<file path="config.mk">
export PLATFORM = sky130hd
export DESIGN_NAME = wallTracer
export DESIGN_NICKNAME = d
export VERILOG_FILES = /design/src/hdl/fixedPointPkg.sv /design/src/hdl/tracerPkg.sv /design/src/hdl/rayDirection.sv /design/src/hdl/fixedReciprocal.sv /design/src/hdl/traceSequencer.sv /design/src/hdl/gridWalker.sv /design/src/hdl/hitResult.sv /design/src/hdl/wallTracer.sv
export SDC_FILE = /design/constraint.sdc
export NUM_CORES = 2
export LEC_CHECK = 0
export ABC_AREA = 1
export BUFFER_PORTS_ARGS = -buffer_cell sky130_fd_sc_hd__buf_2
export CAP_MARGIN = 30
export CORE_MARGIN = 5
export CORE_UTILIZATION = 56
export DETAILED_ROUTE_END_ITERATION = 8
export PLACE_DENSITY = 0.82
export SYNTH_ARGS = -nofsm -noshare
export SYNTH_HDL_FRONTEND = slang
export SYNTH_SLANG_ARGS = --single-unit
</file>
<file path="constraint.sdc">
create_clock -name clk -period 74.8 [get_ports clk]
set_clock_uncertainty 0.15 [all_clocks]
set_input_delay 3.74 -clock clk [delete_from_list [all_inputs] [get_ports clk]]
set_output_delay 3.74 -clock clk [all_outputs]
set_load 0.1 [all_outputs]
</file>
<file path="src/hdl/fixedPointPkg.sv">
`default_nettype none

// Q12.12 fixed-point format shared by every arithmetic block of the tracer
package fixedPointPkg;

  // Integer and fraction widths of the Q format
  localparam int FracBits = 12;
  localparam int IntBits = 12;
  localparam int FixedBits = IntBits + FracBits;

  // Signed Q12.12 value used for vectors, directions and distances
  typedef logic signed [FixedBits-1:0] fixedT;

  // Unsigned Q12.12 value for the DDA track distances, which only ever grow
  typedef logic [FixedBits-1:0] uFixedT;

  // Full-width product of two fixedT values
  typedef logic signed [2*FixedBits-1:0] fixedProdT;

  // Signed integer part of a coordinate, i.e. a map cell index
  typedef logic signed [IntBits-1:0] mapCoordT;

  // The value 1.0
  localparam fixedT OneFixed = fixedT'(1 << FracBits);

endpackage

`default_nettype wire

</file>
<file path="src/hdl/tracerPkg.sv">
`default_nettype none

// Tracer control encodings, map geometry and per-frame constants
package tracerPkg;

  // Map ROM address widths, giving a 16x16 grid
  localparam int MapColBits = 4;
  localparam int MapRowBits = 4;

  // Per-line sequence of the tracer FSM
  typedef enum logic [3:0] {
    SdxPrep, SdxWait, SdxLoad,
    SdyPrep, SdyWait, SdyLoad,
    TracePrepX, TracePrepY, TraceStep,
    SizePrep, SizeWait, SizeLoad,
    CalcTexU, TraceDone
  } tracerStateT;

  // Operand currently routed into the shared reciprocal
  typedef enum logic [1:0] {
    RcpRayDirX, RcpRayDirY, RcpWallDist
  } rcpSourceT;

  // The deflection accumulates one whole camera plane per line and is scaled back by this
  localparam int AddendShift = 8;

  // Top row sits this many camera-plane steps above the view centre
  localparam int AddendStartScale = 272;

  // Wall half-size in pixels and texture column index
  typedef logic [10:0] wallSizeT;
  typedef logic [5:0] texUT;

endpackage

`default_nettype wire

</file>
<file path="src/hdl/rayDirection.sv">
`default_nettype none

// Generates the ray direction for the line being traced
module rayDirection import fixedPointPkg::*, tracerPkg::*; (
  input  wire   clk,
  input  wire   do_reset,
  input  wire   i_vsync,
  input  wire   i_lineAdvance,
  input  fixedT i_facingX,
  input  fixedT i_facingY,
  input  fixedT i_vplaneX,
  input  fixedT i_vplaneY,
  output fixedT o_rayDirX,
  output fixedT o_rayDirY,
  output logic  o_rayIncX,
  output logic  o_rayIncY
);

  localparam fixedT StartScale = fixedT'(AddendStartScale);

  // Deflection from the facing vector, kept as a whole number of camera planes
  fixedT rayAddendX;
  fixedT rayAddendY;

  always_ff @(posedge clk) begin
    if (do_reset || i_vsync) begin
      // Start the frame at the top row, well above the view centre
      rayAddendX <= -(i_vplaneX * StartScale);
      rayAddendY <= -(i_vplaneY * StartScale);
    end else if (i_lineAdvance) begin
      // One camera plane further down for the next line
      rayAddendX <= rayAddendX + i_vplaneX;
      rayAddendY <= rayAddendY + i_vplaneY;
    end
  end

  // Arithmetic shift keeps the sign of the deflection
  assign o_rayDirX = i_facingX + (rayAddendX >>> AddendShift);
  assign o_rayDirY = i_facingY + (rayAddendY >>> AddendShift);

  // Set only when the component is strictly positive, so zero walks toward lower cells
  assign o_rayIncX = !o_rayDirX[FixedBits-1] && (o_rayDirX != '0);
  assign o_rayIncY = !o_rayDirY[FixedBits-1] && (o_rayDirY != '0);

endmodule

`default_nettype wire

</file>
<file path="src/hdl/fixedReciprocal.sv">
`default_nettype none

// Combinational reciprocal of the magnitude of a Q12.12 value
module fixedReciprocal import fixedPointPkg::*; (
  input  fixedT i_data,
  output fixedT o_data
);

  // Largest positive fixedT, returned on overflow and for a zero input
  localparam fixedT FixedMax = fixedT'({1'b0, {(FixedBits-1){1'b1}}});

  // 1.0 squared in raw units, so the raw quotient is already Q12.12
  localparam logic [FixedBits:0] Dividend = {1'b1, {FixedBits{1'b0}}};

  uFixedT absIn;
  logic [FixedBits:0] quotient;

  always_comb begin
    // The most negative input maps onto 2^23, which still fits unsigned
    absIn = i_data[FixedBits-1] ? uFixedT'(-i_data) : uFixedT'(i_data);
    quotient = Dividend / {1'b0, absIn};
    // Any quotient with either of its top two bits set is beyond FixedMax
    if ((absIn == '0) || (quotient[FixedBits:FixedBits-1] != 2'b00)) begin
      o_data = FixedMax;
    end else begin
      o_data = fixedT'(quotient[FixedBits-1:0]);
    end
  end

  // Step distances and wall size are taken as magnitudes downstream
  rcpNeverNegative: assert property (@(i_data) !o_data[FixedBits-1]);

endmodule

`default_nettype wire

</file>
<file path="src/hdl/traceSequencer.sv">
`default_nettype none

// Per-line FSM that orders the uses of the shared reciprocal and multiplier
module traceSequencer import tracerPkg::*; (
  input  wire         clk,
  input  wire         do_reset,
  input  wire         i_vsync,
  input  wire         i_hmax,
  input  wire         i_mapVal,
  output tracerStateT o_state,
  output rcpSourceT   o_rcpSource,
  output logic        o_lineAdvance
);

  tracerStateT state;
  rcpSourceT rcpSource;

  always_ff @(posedge clk) begin
    if (do_reset || i_vsync) begin
      // Frame restart parks the FSM at the head of a line
      state <= SdxPrep;
      rcpSource <= RcpRayDirX;
    end else begin
      case (state)
        // Step distance along X, reciprocal gets one settle cycle
        SdxPrep: begin
          state <= SdxWait;
          rcpSource <= RcpRayDirX;
        end
        SdxWait: state <= SdxLoad;
        SdxLoad: state <= SdyPrep;
        // Step distance along Y
        SdyPrep: begin
          state <= SdyWait;
          rcpSource <= RcpRayDirY;
        end
        SdyWait: state <= SdyLoad;
        SdyLoad: state <= TracePrepX;
        // Track seeds use the multiplier, one axis per cycle
        TracePrepX: state <= TracePrepY;
        TracePrepY: state <= TraceStep;
        // One map cell per clock until the ROM reports a wall
        TraceStep: begin
          if (i_mapVal) begin
            state <= SizePrep;
          end
        end
        // Reciprocal of the hit distance gives the wall half-size
        SizePrep: begin
          state <= SizeWait;
          rcpSource <= RcpWallDist;
        end
        SizeWait: state <= SizeLoad;
        SizeLoad: state <= CalcTexU;
        CalcTexU: state <= TraceDone;
        // Results are held here for as long as the line end takes to come
        TraceDone: begin
          if (i_hmax) begin
            state <= SdxPrep;
          end
        end
        default: state <= SdxPrep;
      endcase
    end
  end

  assign o_state = state;
  assign o_rcpSource = rcpSource;

  // Same edge on which hitResult presents the line
  assign o_lineAdvance = (state == TraceDone) && i_hmax;

  stateIsLegal: assert property (
    @(posedge clk) disable iff (do_reset)
    state inside {SdxPrep, SdxWait, SdxLoad, SdyPrep, SdyWait, SdyLoad,
                  TracePrepX, TracePrepY, TraceStep, SizePrep, SizeWait,
                  SizeLoad, CalcTexU, TraceDone}
  );

endmodule

`default_nettype wire

</file>
<file path="src/hdl/gridWalker.sv">
`default_nettype none

// DDA map walk with the shared multiplier, hit distance, side and texture u
module gridWalker import fixedPointPkg::*, tracerPkg::*; (
  input  wire                   clk,
  input  wire                   do_reset,
  input  tracerStateT           i_state,
  input  rcpSourceT             i_rcpSource,
  input  fixedT                 i_playerX,
  input  fixedT                 i_playerY,
  input  fixedT                 i_rayDirX,
  input  fixedT                 i_rayDirY,
  input  wire                   i_rayIncX,
  input  wire                   i_rayIncY,
  input  wire                   i_mapVal,
  input  fixedT                 i_rcpOut,
  output fixedT                 o_rcpIn,
  output logic [MapColBits-1:0] o_mapCol,
  output logic [MapRowBits-1:0] o_mapRow,
  output logic                  o_side,
  output fixedT                 o_wallDist,
  output texUT                  o_texU
);

  fixedT stepDistX;
  fixedT stepDistY;
  uFixedT trackDistX;
  uFixedT trackDistY;
  mapCoordT mapX;
  mapCoordT mapY;
  fixedT hitDist;
  logic side;
  texUT texU;

  fixedT partialX;
  fixedT partialY;
  fixedT mulA;
  fixedT mulB;
  fixedProdT mulProd;
  fixedT wallPos;
  logic texMirror;

  // Hit distance cut to UQ7.9, enough for a size reciprocal of 11 bits
  always_comb begin
    case (i_rcpSource)
      RcpRayDirX: o_rcpIn = i_rayDirX;
      RcpRayDirY: o_rcpIn = i_rayDirY;
      default: o_rcpIn = {{(IntBits-7){1'b0}}, hitDist[FracBits+6:FracBits-9],
                          {(FracBits-9){1'b0}}};
    endcase
  end

  // Distance from the player to the first gridline in the walk direction
  assign partialX = i_rayIncX ? OneFixed - {{IntBits{1'b0}}, i_playerX[FracBits-1:0]}
                              : {{IntBits{1'b0}}, i_playerX[FracBits-1:0]};
  assign partialY = i_rayIncY ? OneFixed - {{IntBits{1'b0}}, i_playerY[FracBits-1:0]}
                              : {{IntBits{1'b0}}, i_playerY[FracBits-1:0]};

  // Operands follow the state that samples the product
  always_comb begin
    case (i_state)
      TracePrepX: begin
        mulA = stepDistX;
        mulB = partialX;
      end
      TracePrepY: begin
        mulA = stepDistY;
        mulB = partialY;
      end
      default: begin
        mulA = side ? i_rayDirX : i_rayDirY;
        mulB = hitDist;
      end
    endcase
  end

  assign mulProd = mulA * mulB;

  // Where along the wall face the ray landed
  assign wallPos = fixedT'(mulProd[FracBits +: FixedBits]) + (side ? i_playerX : i_playerY);
  // Faces seen from behind are mirrored so textures read the same way round
  assign texMirror = side ? i_rayIncY : !i_rayIncX;

  always_ff @(posedge clk) begin
    if (do_reset) begin
      mapX <= '0;
      mapY <= '0;
      hitDist <= '0;
      side <= 1'b0;
      texU <= '0;
    end else begin
      case (i_state)
        SdxLoad: stepDistX <= i_rcpOut;
        SdyLoad: stepDistY <= i_rcpOut;
        TracePrepX: begin
          trackDistX <= uFixedT'(mulProd[FracBits +: FixedBits]);
          mapX <= i_playerX[FixedBits-1:FracBits];
          mapY <= i_playerY[FixedBits-1:FracBits];
        end
        TracePrepY: trackDistY <= uFixedT'(mulProd[FracBits +: FixedBits]);
        TraceStep: begin
          if (!i_mapVal) begin
            // Unsigned compare, a saturated step may push a track past the signed range
            if (trackDistX < trackDistY) begin
              mapX <= i_rayIncX ? mapX + mapCoordT'(1) : mapX - mapCoordT'(1);
              trackDistX <= trackDistX + uFixedT'(stepDistX);
              hitDist <= fixedT'(trackDistX);
              side <= 1'b0;
            end else begin
              mapY <= i_rayIncY ? mapY + mapCoordT'(1) : mapY - mapCoordT'(1);
              trackDistY <= trackDistY + uFixedT'(stepDistY);
              hitDist <= fixedT'(trackDistY);
              side <= 1'b1;
            end
          end
        end
        CalcTexU: texU <= wallPos[FracBits-1 -: $bits(texUT)] ^ {$bits(texUT){texMirror}};
        default: ;
      endcase
    end
  end

  assign o_mapCol = mapX[MapColBits-1:0];
  assign o_mapRow = mapY[MapRowBits-1:0];
  assign o_side = side;
  assign o_wallDist = hitDist;
  assign o_texU = texU;

  // The walk never skips a cell and never moves diagonally
  walkIsUnitStep: assert property (
    @(posedge clk) disable iff (do_reset)
    (i_state == TraceStep) |=>
      ((mapY == $past(mapY)) && ((mapX - $past(mapX)) inside {0, 1, -1})) ||
      ((mapX == $past(mapX)) && ((mapY - $past(mapY)) inside {1, -1}))
  );

endmodule

`default_nettype wire

</file>
<file path="src/hdl/hitResult.sv">
`default_nettype none

// Holds the wall size and presents the line results at the line end
module hitResult import fixedPointPkg::*, tracerPkg::*; (
  input  wire         clk,
  input  wire         do_reset,
  input  tracerStateT i_state,
  input  wire         i_hmax,
  input  wire         i_side,
  input  fixedT       i_rcpOut,
  input  fixedT       i_wallDist,
  input  texUT        i_texU,
  output logic        o_side,
  output wallSizeT    o_size,
  output texUT        o_texU,
  output fixedT       o_wallDist
);

  wallSizeT size;

  // Reciprocal is only valid while the wall distance is selected
  always_ff @(posedge clk) begin
    if (i_state == SizeLoad) begin
      // Raw bits 14..4 give the half-size in pixels
      size <= i_rcpOut[$bits(wallSizeT)+3:4];
    end
  end

  always_ff @(posedge clk) begin
    if (do_reset) begin
      o_side <= 1'b0;
      o_size <= '0;
      o_texU <= '0;
      o_wallDist <= '0;
    end else if ((i_state == TraceDone) && i_hmax) begin
      // Outputs change only here, so the display sees one line's set at a time
      o_side <= i_side;
      o_size <= size;
      o_texU <= i_texU;
      o_wallDist <= i_wallDist;
    end
  end

endmodule

`default_nettype wire

</file>
<file path="src/hdl/wallTracer.sv">
`default_nettype none

// Per-scanline wall tracer for a grid-map raycaster
module wallTracer import fixedPointPkg::*, tracerPkg::*; (
  input  wire                   clk,
  input  wire                   do_reset,
  input  wire                   i_vsync,
  input  wire                   i_hmax,
  input  fixedT                 i_playerX,
  input  fixedT                 i_playerY,
  input  fixedT                 i_facingX,
  input  fixedT                 i_facingY,
  input  fixedT                 i_vplaneX,
  input  fixedT                 i_vplaneY,
  output logic [MapColBits-1:0] o_mapCol,
  output logic [MapRowBits-1:0] o_mapRow,
  input  wire                   i_mapVal,
  output logic                  o_side,
  output wallSizeT              o_size,
  output texUT                  o_texU,
  output fixedT                 o_wallDist
);

  tracerStateT state;
  rcpSourceT rcpSource;
  logic lineAdvance;
  fixedT rayDirX;
  fixedT rayDirY;
  logic rayIncX;
  logic rayIncY;
  fixedT rcpIn;
  fixedT rcpOut;
  // Walker results that hitResult holds until the line end
  logic side;
  fixedT wallDist;
  texUT texU;

  rayDirection i_rayDirection (
    .clk           (clk),
    .do_reset      (do_reset),
    .i_vsync       (i_vsync),
    .i_lineAdvance (lineAdvance),
    .i_facingX     (i_facingX),
    .i_facingY     (i_facingY),
    .i_vplaneX     (i_vplaneX),
    .i_vplaneY     (i_vplaneY),
    .o_rayDirX     (rayDirX),
    .o_rayDirY     (rayDirY),
    .o_rayIncX     (rayIncX),
    .o_rayIncY     (rayIncY)
  );

  // One divider serves both step distances and the wall size
  fixedReciprocal i_fixedReciprocal (
    .i_data (rcpIn),
    .o_data (rcpOut)
  );

  traceSequencer i_traceSequencer (
    .clk           (clk),
    .do_reset      (do_reset),
    .i_vsync       (i_vsync),
    .i_hmax        (i_hmax),
    .i_mapVal      (i_mapVal),
    .o_state       (state),
    .o_rcpSource   (rcpSource),
    .o_lineAdvance (lineAdvance)
  );

  gridWalker i_gridWalker (
    .clk         (clk),
    .do_reset    (do_reset),
    .i_state     (state),
    .i_rcpSource (rcpSource),
    .i_playerX   (i_playerX),
    .i_playerY   (i_playerY),
    .i_rayDirX   (rayDirX),
    .i_rayDirY   (rayDirY),
    .i_rayIncX   (rayIncX),
    .i_rayIncY   (rayIncY),
    .i_mapVal    (i_mapVal),
    .i_rcpOut    (rcpOut),
    .o_rcpIn     (rcpIn),
    .o_mapCol    (o_mapCol),
    .o_mapRow    (o_mapRow),
    .o_side      (side),
    .o_wallDist  (wallDist),
    .o_texU      (texU)
  );

  hitResult i_hitResult (
    .clk        (clk),
    .do_reset   (do_reset),
    .i_state    (state),
    .i_hmax     (i_hmax),
    .i_side     (side),
    .i_rcpOut   (rcpOut),
    .i_wallDist (wallDist),
    .i_texU     (texU),
    .o_side     (o_side),
    .o_size     (o_size),
    .o_texU     (o_texU),
    .o_wallDist (o_wallDist)
  );

endmodule

`default_nettype wire

</file>
==> flow_summary_export.csv <==
group,metric,value,unit
status,run_status,"finished, final reports clean",
sta,drv_slew,0,
floorplanning,floorplan.io_pins,199,
sta,share_of_the_clock_period_used_by_the_worst_path_after_layout,91.44,%
drt,route.final.wire_length,174.7,mm
logic_synthesis,synth-main-ff-cell,"sky130_fd_sc_hd__edfxtp_1",
clock_network,clock_latency_late_sink,0.62,ns
worst_setup_path,critical_path_arrival,68.53,ns
cells_and_area,drive_above_1_share,7.939,%
global_routing,grt_pass1_vias,53790,
logic_synthesis,postSynthCellCount,7999,
worst_setup_path,critPathMaxStageDelay,0.64,ns
min_path,hold_path.class,"flop to flop",
cells_and_area,final-instance-count-excl-fill,9403,
sta,clock.fmax,14.62,MHz
logic_synthesis,syn-cell-area,0.05558,sq mm
clock_network,cts_max_path_buffers,3,
logic_synthesis,average_footprint_of_a_synthesized_cell,6.949,sq um
cells_and_area,layout-area-overhead-vs-synth,6.191,%
drt,drt_pass1_iterations,6,
clock_network,clock_sinks,242,
floorplanning,core,0.09842,sq mm
clock_network,htree_levels,1,
worst_setup_path,timing.setup.critical_path_class,"primary input to flop",
worst_setup_path,crit_path_start_kind,"primary input",
cells_and_area,finish.instance_area,0.05902,sq mm
floorplanning,num_rows,115,
global_routing,groute.usage.overall,32.10,%
cells_and_area,layout.cells.most_common,"sky130_fd_sc_hd__nand2_1",
drt,drt-wirelength-per-cell,18.58,um
placement,dp_hpwl,138.7,mm
power,ir_worst_vdd,0.0002025,V
logic_synthesis,yosysSeqAreaShare,11.51,%
placement,dpl.cell_count,9333,
placement,final_gp_congestion,1.004,
cells_and_area,layout.cells.most_common_list,"sky130_fd_sc_hd__nand2_1, sky130_fd_sc_hd__inv_1, sky130_fd_sc_hd__ha_1",
worst_setup_path,timing.critical_path.required,74.93,ns
worst_setup_path,worst_path_max_delay_cell,"sky130_fd_sc_hd__fa_1",
drt,detailedRoute.firstIterationViolations,5015,
clock_network,cts-buffers-inserted,27,
global_routing,largest_net_degree_at_the_start_of_global_routing,76,
floorplanning,die-width,325.0,um
logic_synthesis,yosysUniqueCellTypes,81,
worst_setup_path,setup.reg_to_reg.worst_slack,9.17,ns
power,power.density_cell_area,50.86,mW/mm^2
worst_setup_path,crit_path_max_fanout,35,
sta,worstMarginPinSlew,1.115,ns
sta,final-hold-violation-count,0,
run,timing.max_cap.violations,0,
drt,met3WireLength,16.33,mm
worst_setup_path,timing.critical_path.mode_cell,"sky130_fd_sc_hd__nand2_1",
global_routing,grt.overflow.total,0,
drt,detail-route-antenna-nets,0,
drt,vias_per_cell,5.816,
sta,min_period,68.40,ns
floorplanning,die-height,325.0,um
cells_and_area,finalNetCount,9383,
sta,max_transition_margin,25.56,%
drt,wl_met1,67.53,mm
drt,dr_total_vias,54690,
floorplanning,floorplan.initialDensity,56.47,%
logic_synthesis,synth-warning-count,0,
clock_network,clkTransAtPathRegs,0.06,ns
floorplanning,floorplan.die_area,0.1057,sq mm
drt,top_layer_used,"met5",
sta,report.final.setup_viol,0,
global_routing,initial_antenna_violation_count,5,
drt,route.detailed.drc,0,
logic_synthesis,share_of_synthesized_flip_flops_with_an_asynchronous_set_or_reset,0,%
clock_network,tritoncts,"yes",
placement,post_dp_cell_area,0.05778,sq mm
logic_synthesis,synth-edff-count,155,
logic_synthesis,synth.ff_latch_count,242,
placement,io_buffer_count,182,
global_routing,global_route_wire_length_before_repair,278.2,mm
worst_setup_path,timing.critical_path.to_type,"flop",
drt,detailroute.wirelength.met2,79.66,mm
clock_network,clockRootBuffer,"sky130_fd_sc_hd__clkbuf_16",
clock_network,cts_hold_repair.buffers,0,
power,total_leakage_power,31.06,nW
## what timing repair did
action | in CTS | in global routing
resized for setup | 0 | 30
setup endpoints to repair | 0 | 4
setup buffers | 0 | 12
## worst max-delay path, delay by kind of cell
kind                     cells  cell delay, ns
adder cells (fa/ha/maj)     27            9.47
buffers and inverters       39            5.28
AND/OR/NAND/NOR            194           23.84
AO/OA/AOI/OAI              146           25.92
## routing by layer
layer  vias to the layer above  global-route usage (%)
li1                      25970                       -
met1                     25500                   40.49
met2                      2569                   53.34
met3                       651                   5.125
met4                         2                   16.61
met5                         -                       0
## cells in the mapped netlist (16+ instances only)
master / count / area, sq um
sky130_fd_sc_hd__o31ai_1: 22 / 165.2
sky130_fd_sc_hd__fa_1: 463 / 9269
sky130_fd_sc_hd__nand3_1: 422 / 2112
sky130_fd_sc_hd__a31oi_1: 24 / 150.1
sky130_fd_sc_hd__inv_1: 1332 / 5000
sky130_fd_sc_hd__edfxtp_1: 155 / 4654
sky130_fd_sc_hd__buf_6: 30 / 337.8
sky130_fd_sc_hd__nand3b_1: 23 / 172.7
sky130_fd_sc_hd__ha_1: 680 / 8508
sky130_fd_sc_hd__o21ai_1: 43 / 215.2
sky130_fd_sc_hd__nor2_1: 479 / 1798
sky130_fd_sc_hd__a22o_1: 16 / 140.1
sky130_fd_sc_hd__a21o_1: 21 / 157.7
sky130_fd_sc_hd__nand2_1: 1966 / 7380
sky130_fd_sc_hd__clkbuf_1: 161 / 604.3
sky130_fd_sc_hd__nand3_2: 30 / 300.3
sky130_fd_sc_hd__or2_2: 68 / 425.4
sky130_fd_sc_hd__inv_2: 26 / 97.59
sky130_fd_sc_hd__and2_1: 18 / 112.6
sky130_fd_sc_hd__nand4_1: 60 / 375.4
sky130_fd_sc_hd__o21bai_1: 51 / 382.9
sky130_fd_sc_hd__o211ai_1: 38 / 285.3
sky130_fd_sc_hd__o21ai_0: 422 / 2112
sky130_fd_sc_hd__xnor2_1: 131 / 1147
sky130_fd_sc_hd__nand2_2: 60 / 375.4
sky130_fd_sc_hd__nor3_1: 60 / 300.3
sky130_fd_sc_hd__nor2_2: 23 / 143.9
sky130_fd_sc_hd__xor2_1: 234 / 2049
sky130_fd_sc_hd__dfxtp_1: 87 / 1742
sky130_fd_sc_hd__a21oi_1: 627 / 3138
## report_power, final
part           leakage (nW)  internal (mW)  switching, mW  total (mW)
clock                 0.485         0.0893         0.0644       0.154
sequential             2.21          0.160        0.00656       0.166
combinational          28.4          0.977           1.70        2.68
total                  31.1           1.23           1.78        3.00
## sequential cells by signal, indices dropped and copies added (netlist names)
register / count
i_gridWalker.stepDistX: 24
i_gridWalker.mapX: 4
i_gridWalker.trackDistX: 24
i_traceSequencer.o_rcpSource: 2
i_hitResult.o_side: 1
i_gridWalker.mapY: 4
i_hitResult.o_texU: 6
i_hitResult.size: 11
i_hitResult.o_wallDist: 24
i_gridWalker.o_texU: 6
i_gridWalker.stepDistY: 24
i_hitResult.o_size: 11
i_rayDirection.rayAddendX: 24
i_gridWalker.trackDistY: 24
i_gridWalker.o_side: 1
i_rayDirection.rayAddendY: 24
i_gridWalker.o_wallDist: 24
i_traceSequencer.o_state: 4
## final timing paths
kind / endpoint / from / depth (start not counted)
setup reg to reg: i_gridWalker.stepDistX[0]$_DFFE_PP_ / i_rayDirection.rayAddendY[8]$_DFFE_PP_ / 405
hold reg to reg: i_hitResult.o_wallDist[9]$_SDFFE_PP0P_ / i_hitResult.o_wallDist[9]$_SDFFE_PP0P_ / 2
hold / removal: i_hitResult.o_wallDist[9]$_SDFFE_PP0P_ / i_hitResult.o_wallDist[9]$_SDFFE_PP0P_ / 2
setup / recovery: i_gridWalker.stepDistX[0]$_DFFE_PP_ / i_facingY[0] / 406
## per-stage QoR
stage	setup WS, ns	hold WS [ns]	setup TNS [ns]	power, mW	utilization (%)
floorplan	16.80	0.3043	0	2.217	-
global placement	4.175	0.2963	0	2.695	58.58
detailed placement	2.455	0.3002	0	2.783	58.71
CTS	2.903	0.3095	0	2.948	59.72
global route	-0.06624	0.3218	-0.1207	3.347	59.97
finish	6.401	0.3090	0	3.002	59.97
## kinds of logic after synthesis
family	after synthesis	share of synthesized area (%)
compound gates	1388	14.04
xor+xnor	367	5.851
fa+ha+maj	1143	31.98
buf+inv	1596	11.34
flops	242	11.51
other cells	1	0.006747
simple gates	3262	25.26
## layout make-up
cell class	count	area, sq um
multi-input cells	6162	43060
repair buffers	276	1697
flip-flops and latches	242	6396
inverters	1380	5248
clock buffers	34	787.0
well taps	1287	1610
diodes	4	10.01
repair inverters	2	10.01
clock inverters	16	210.2
fillers	9023	39400
Power figures use the tool's default switching activity.
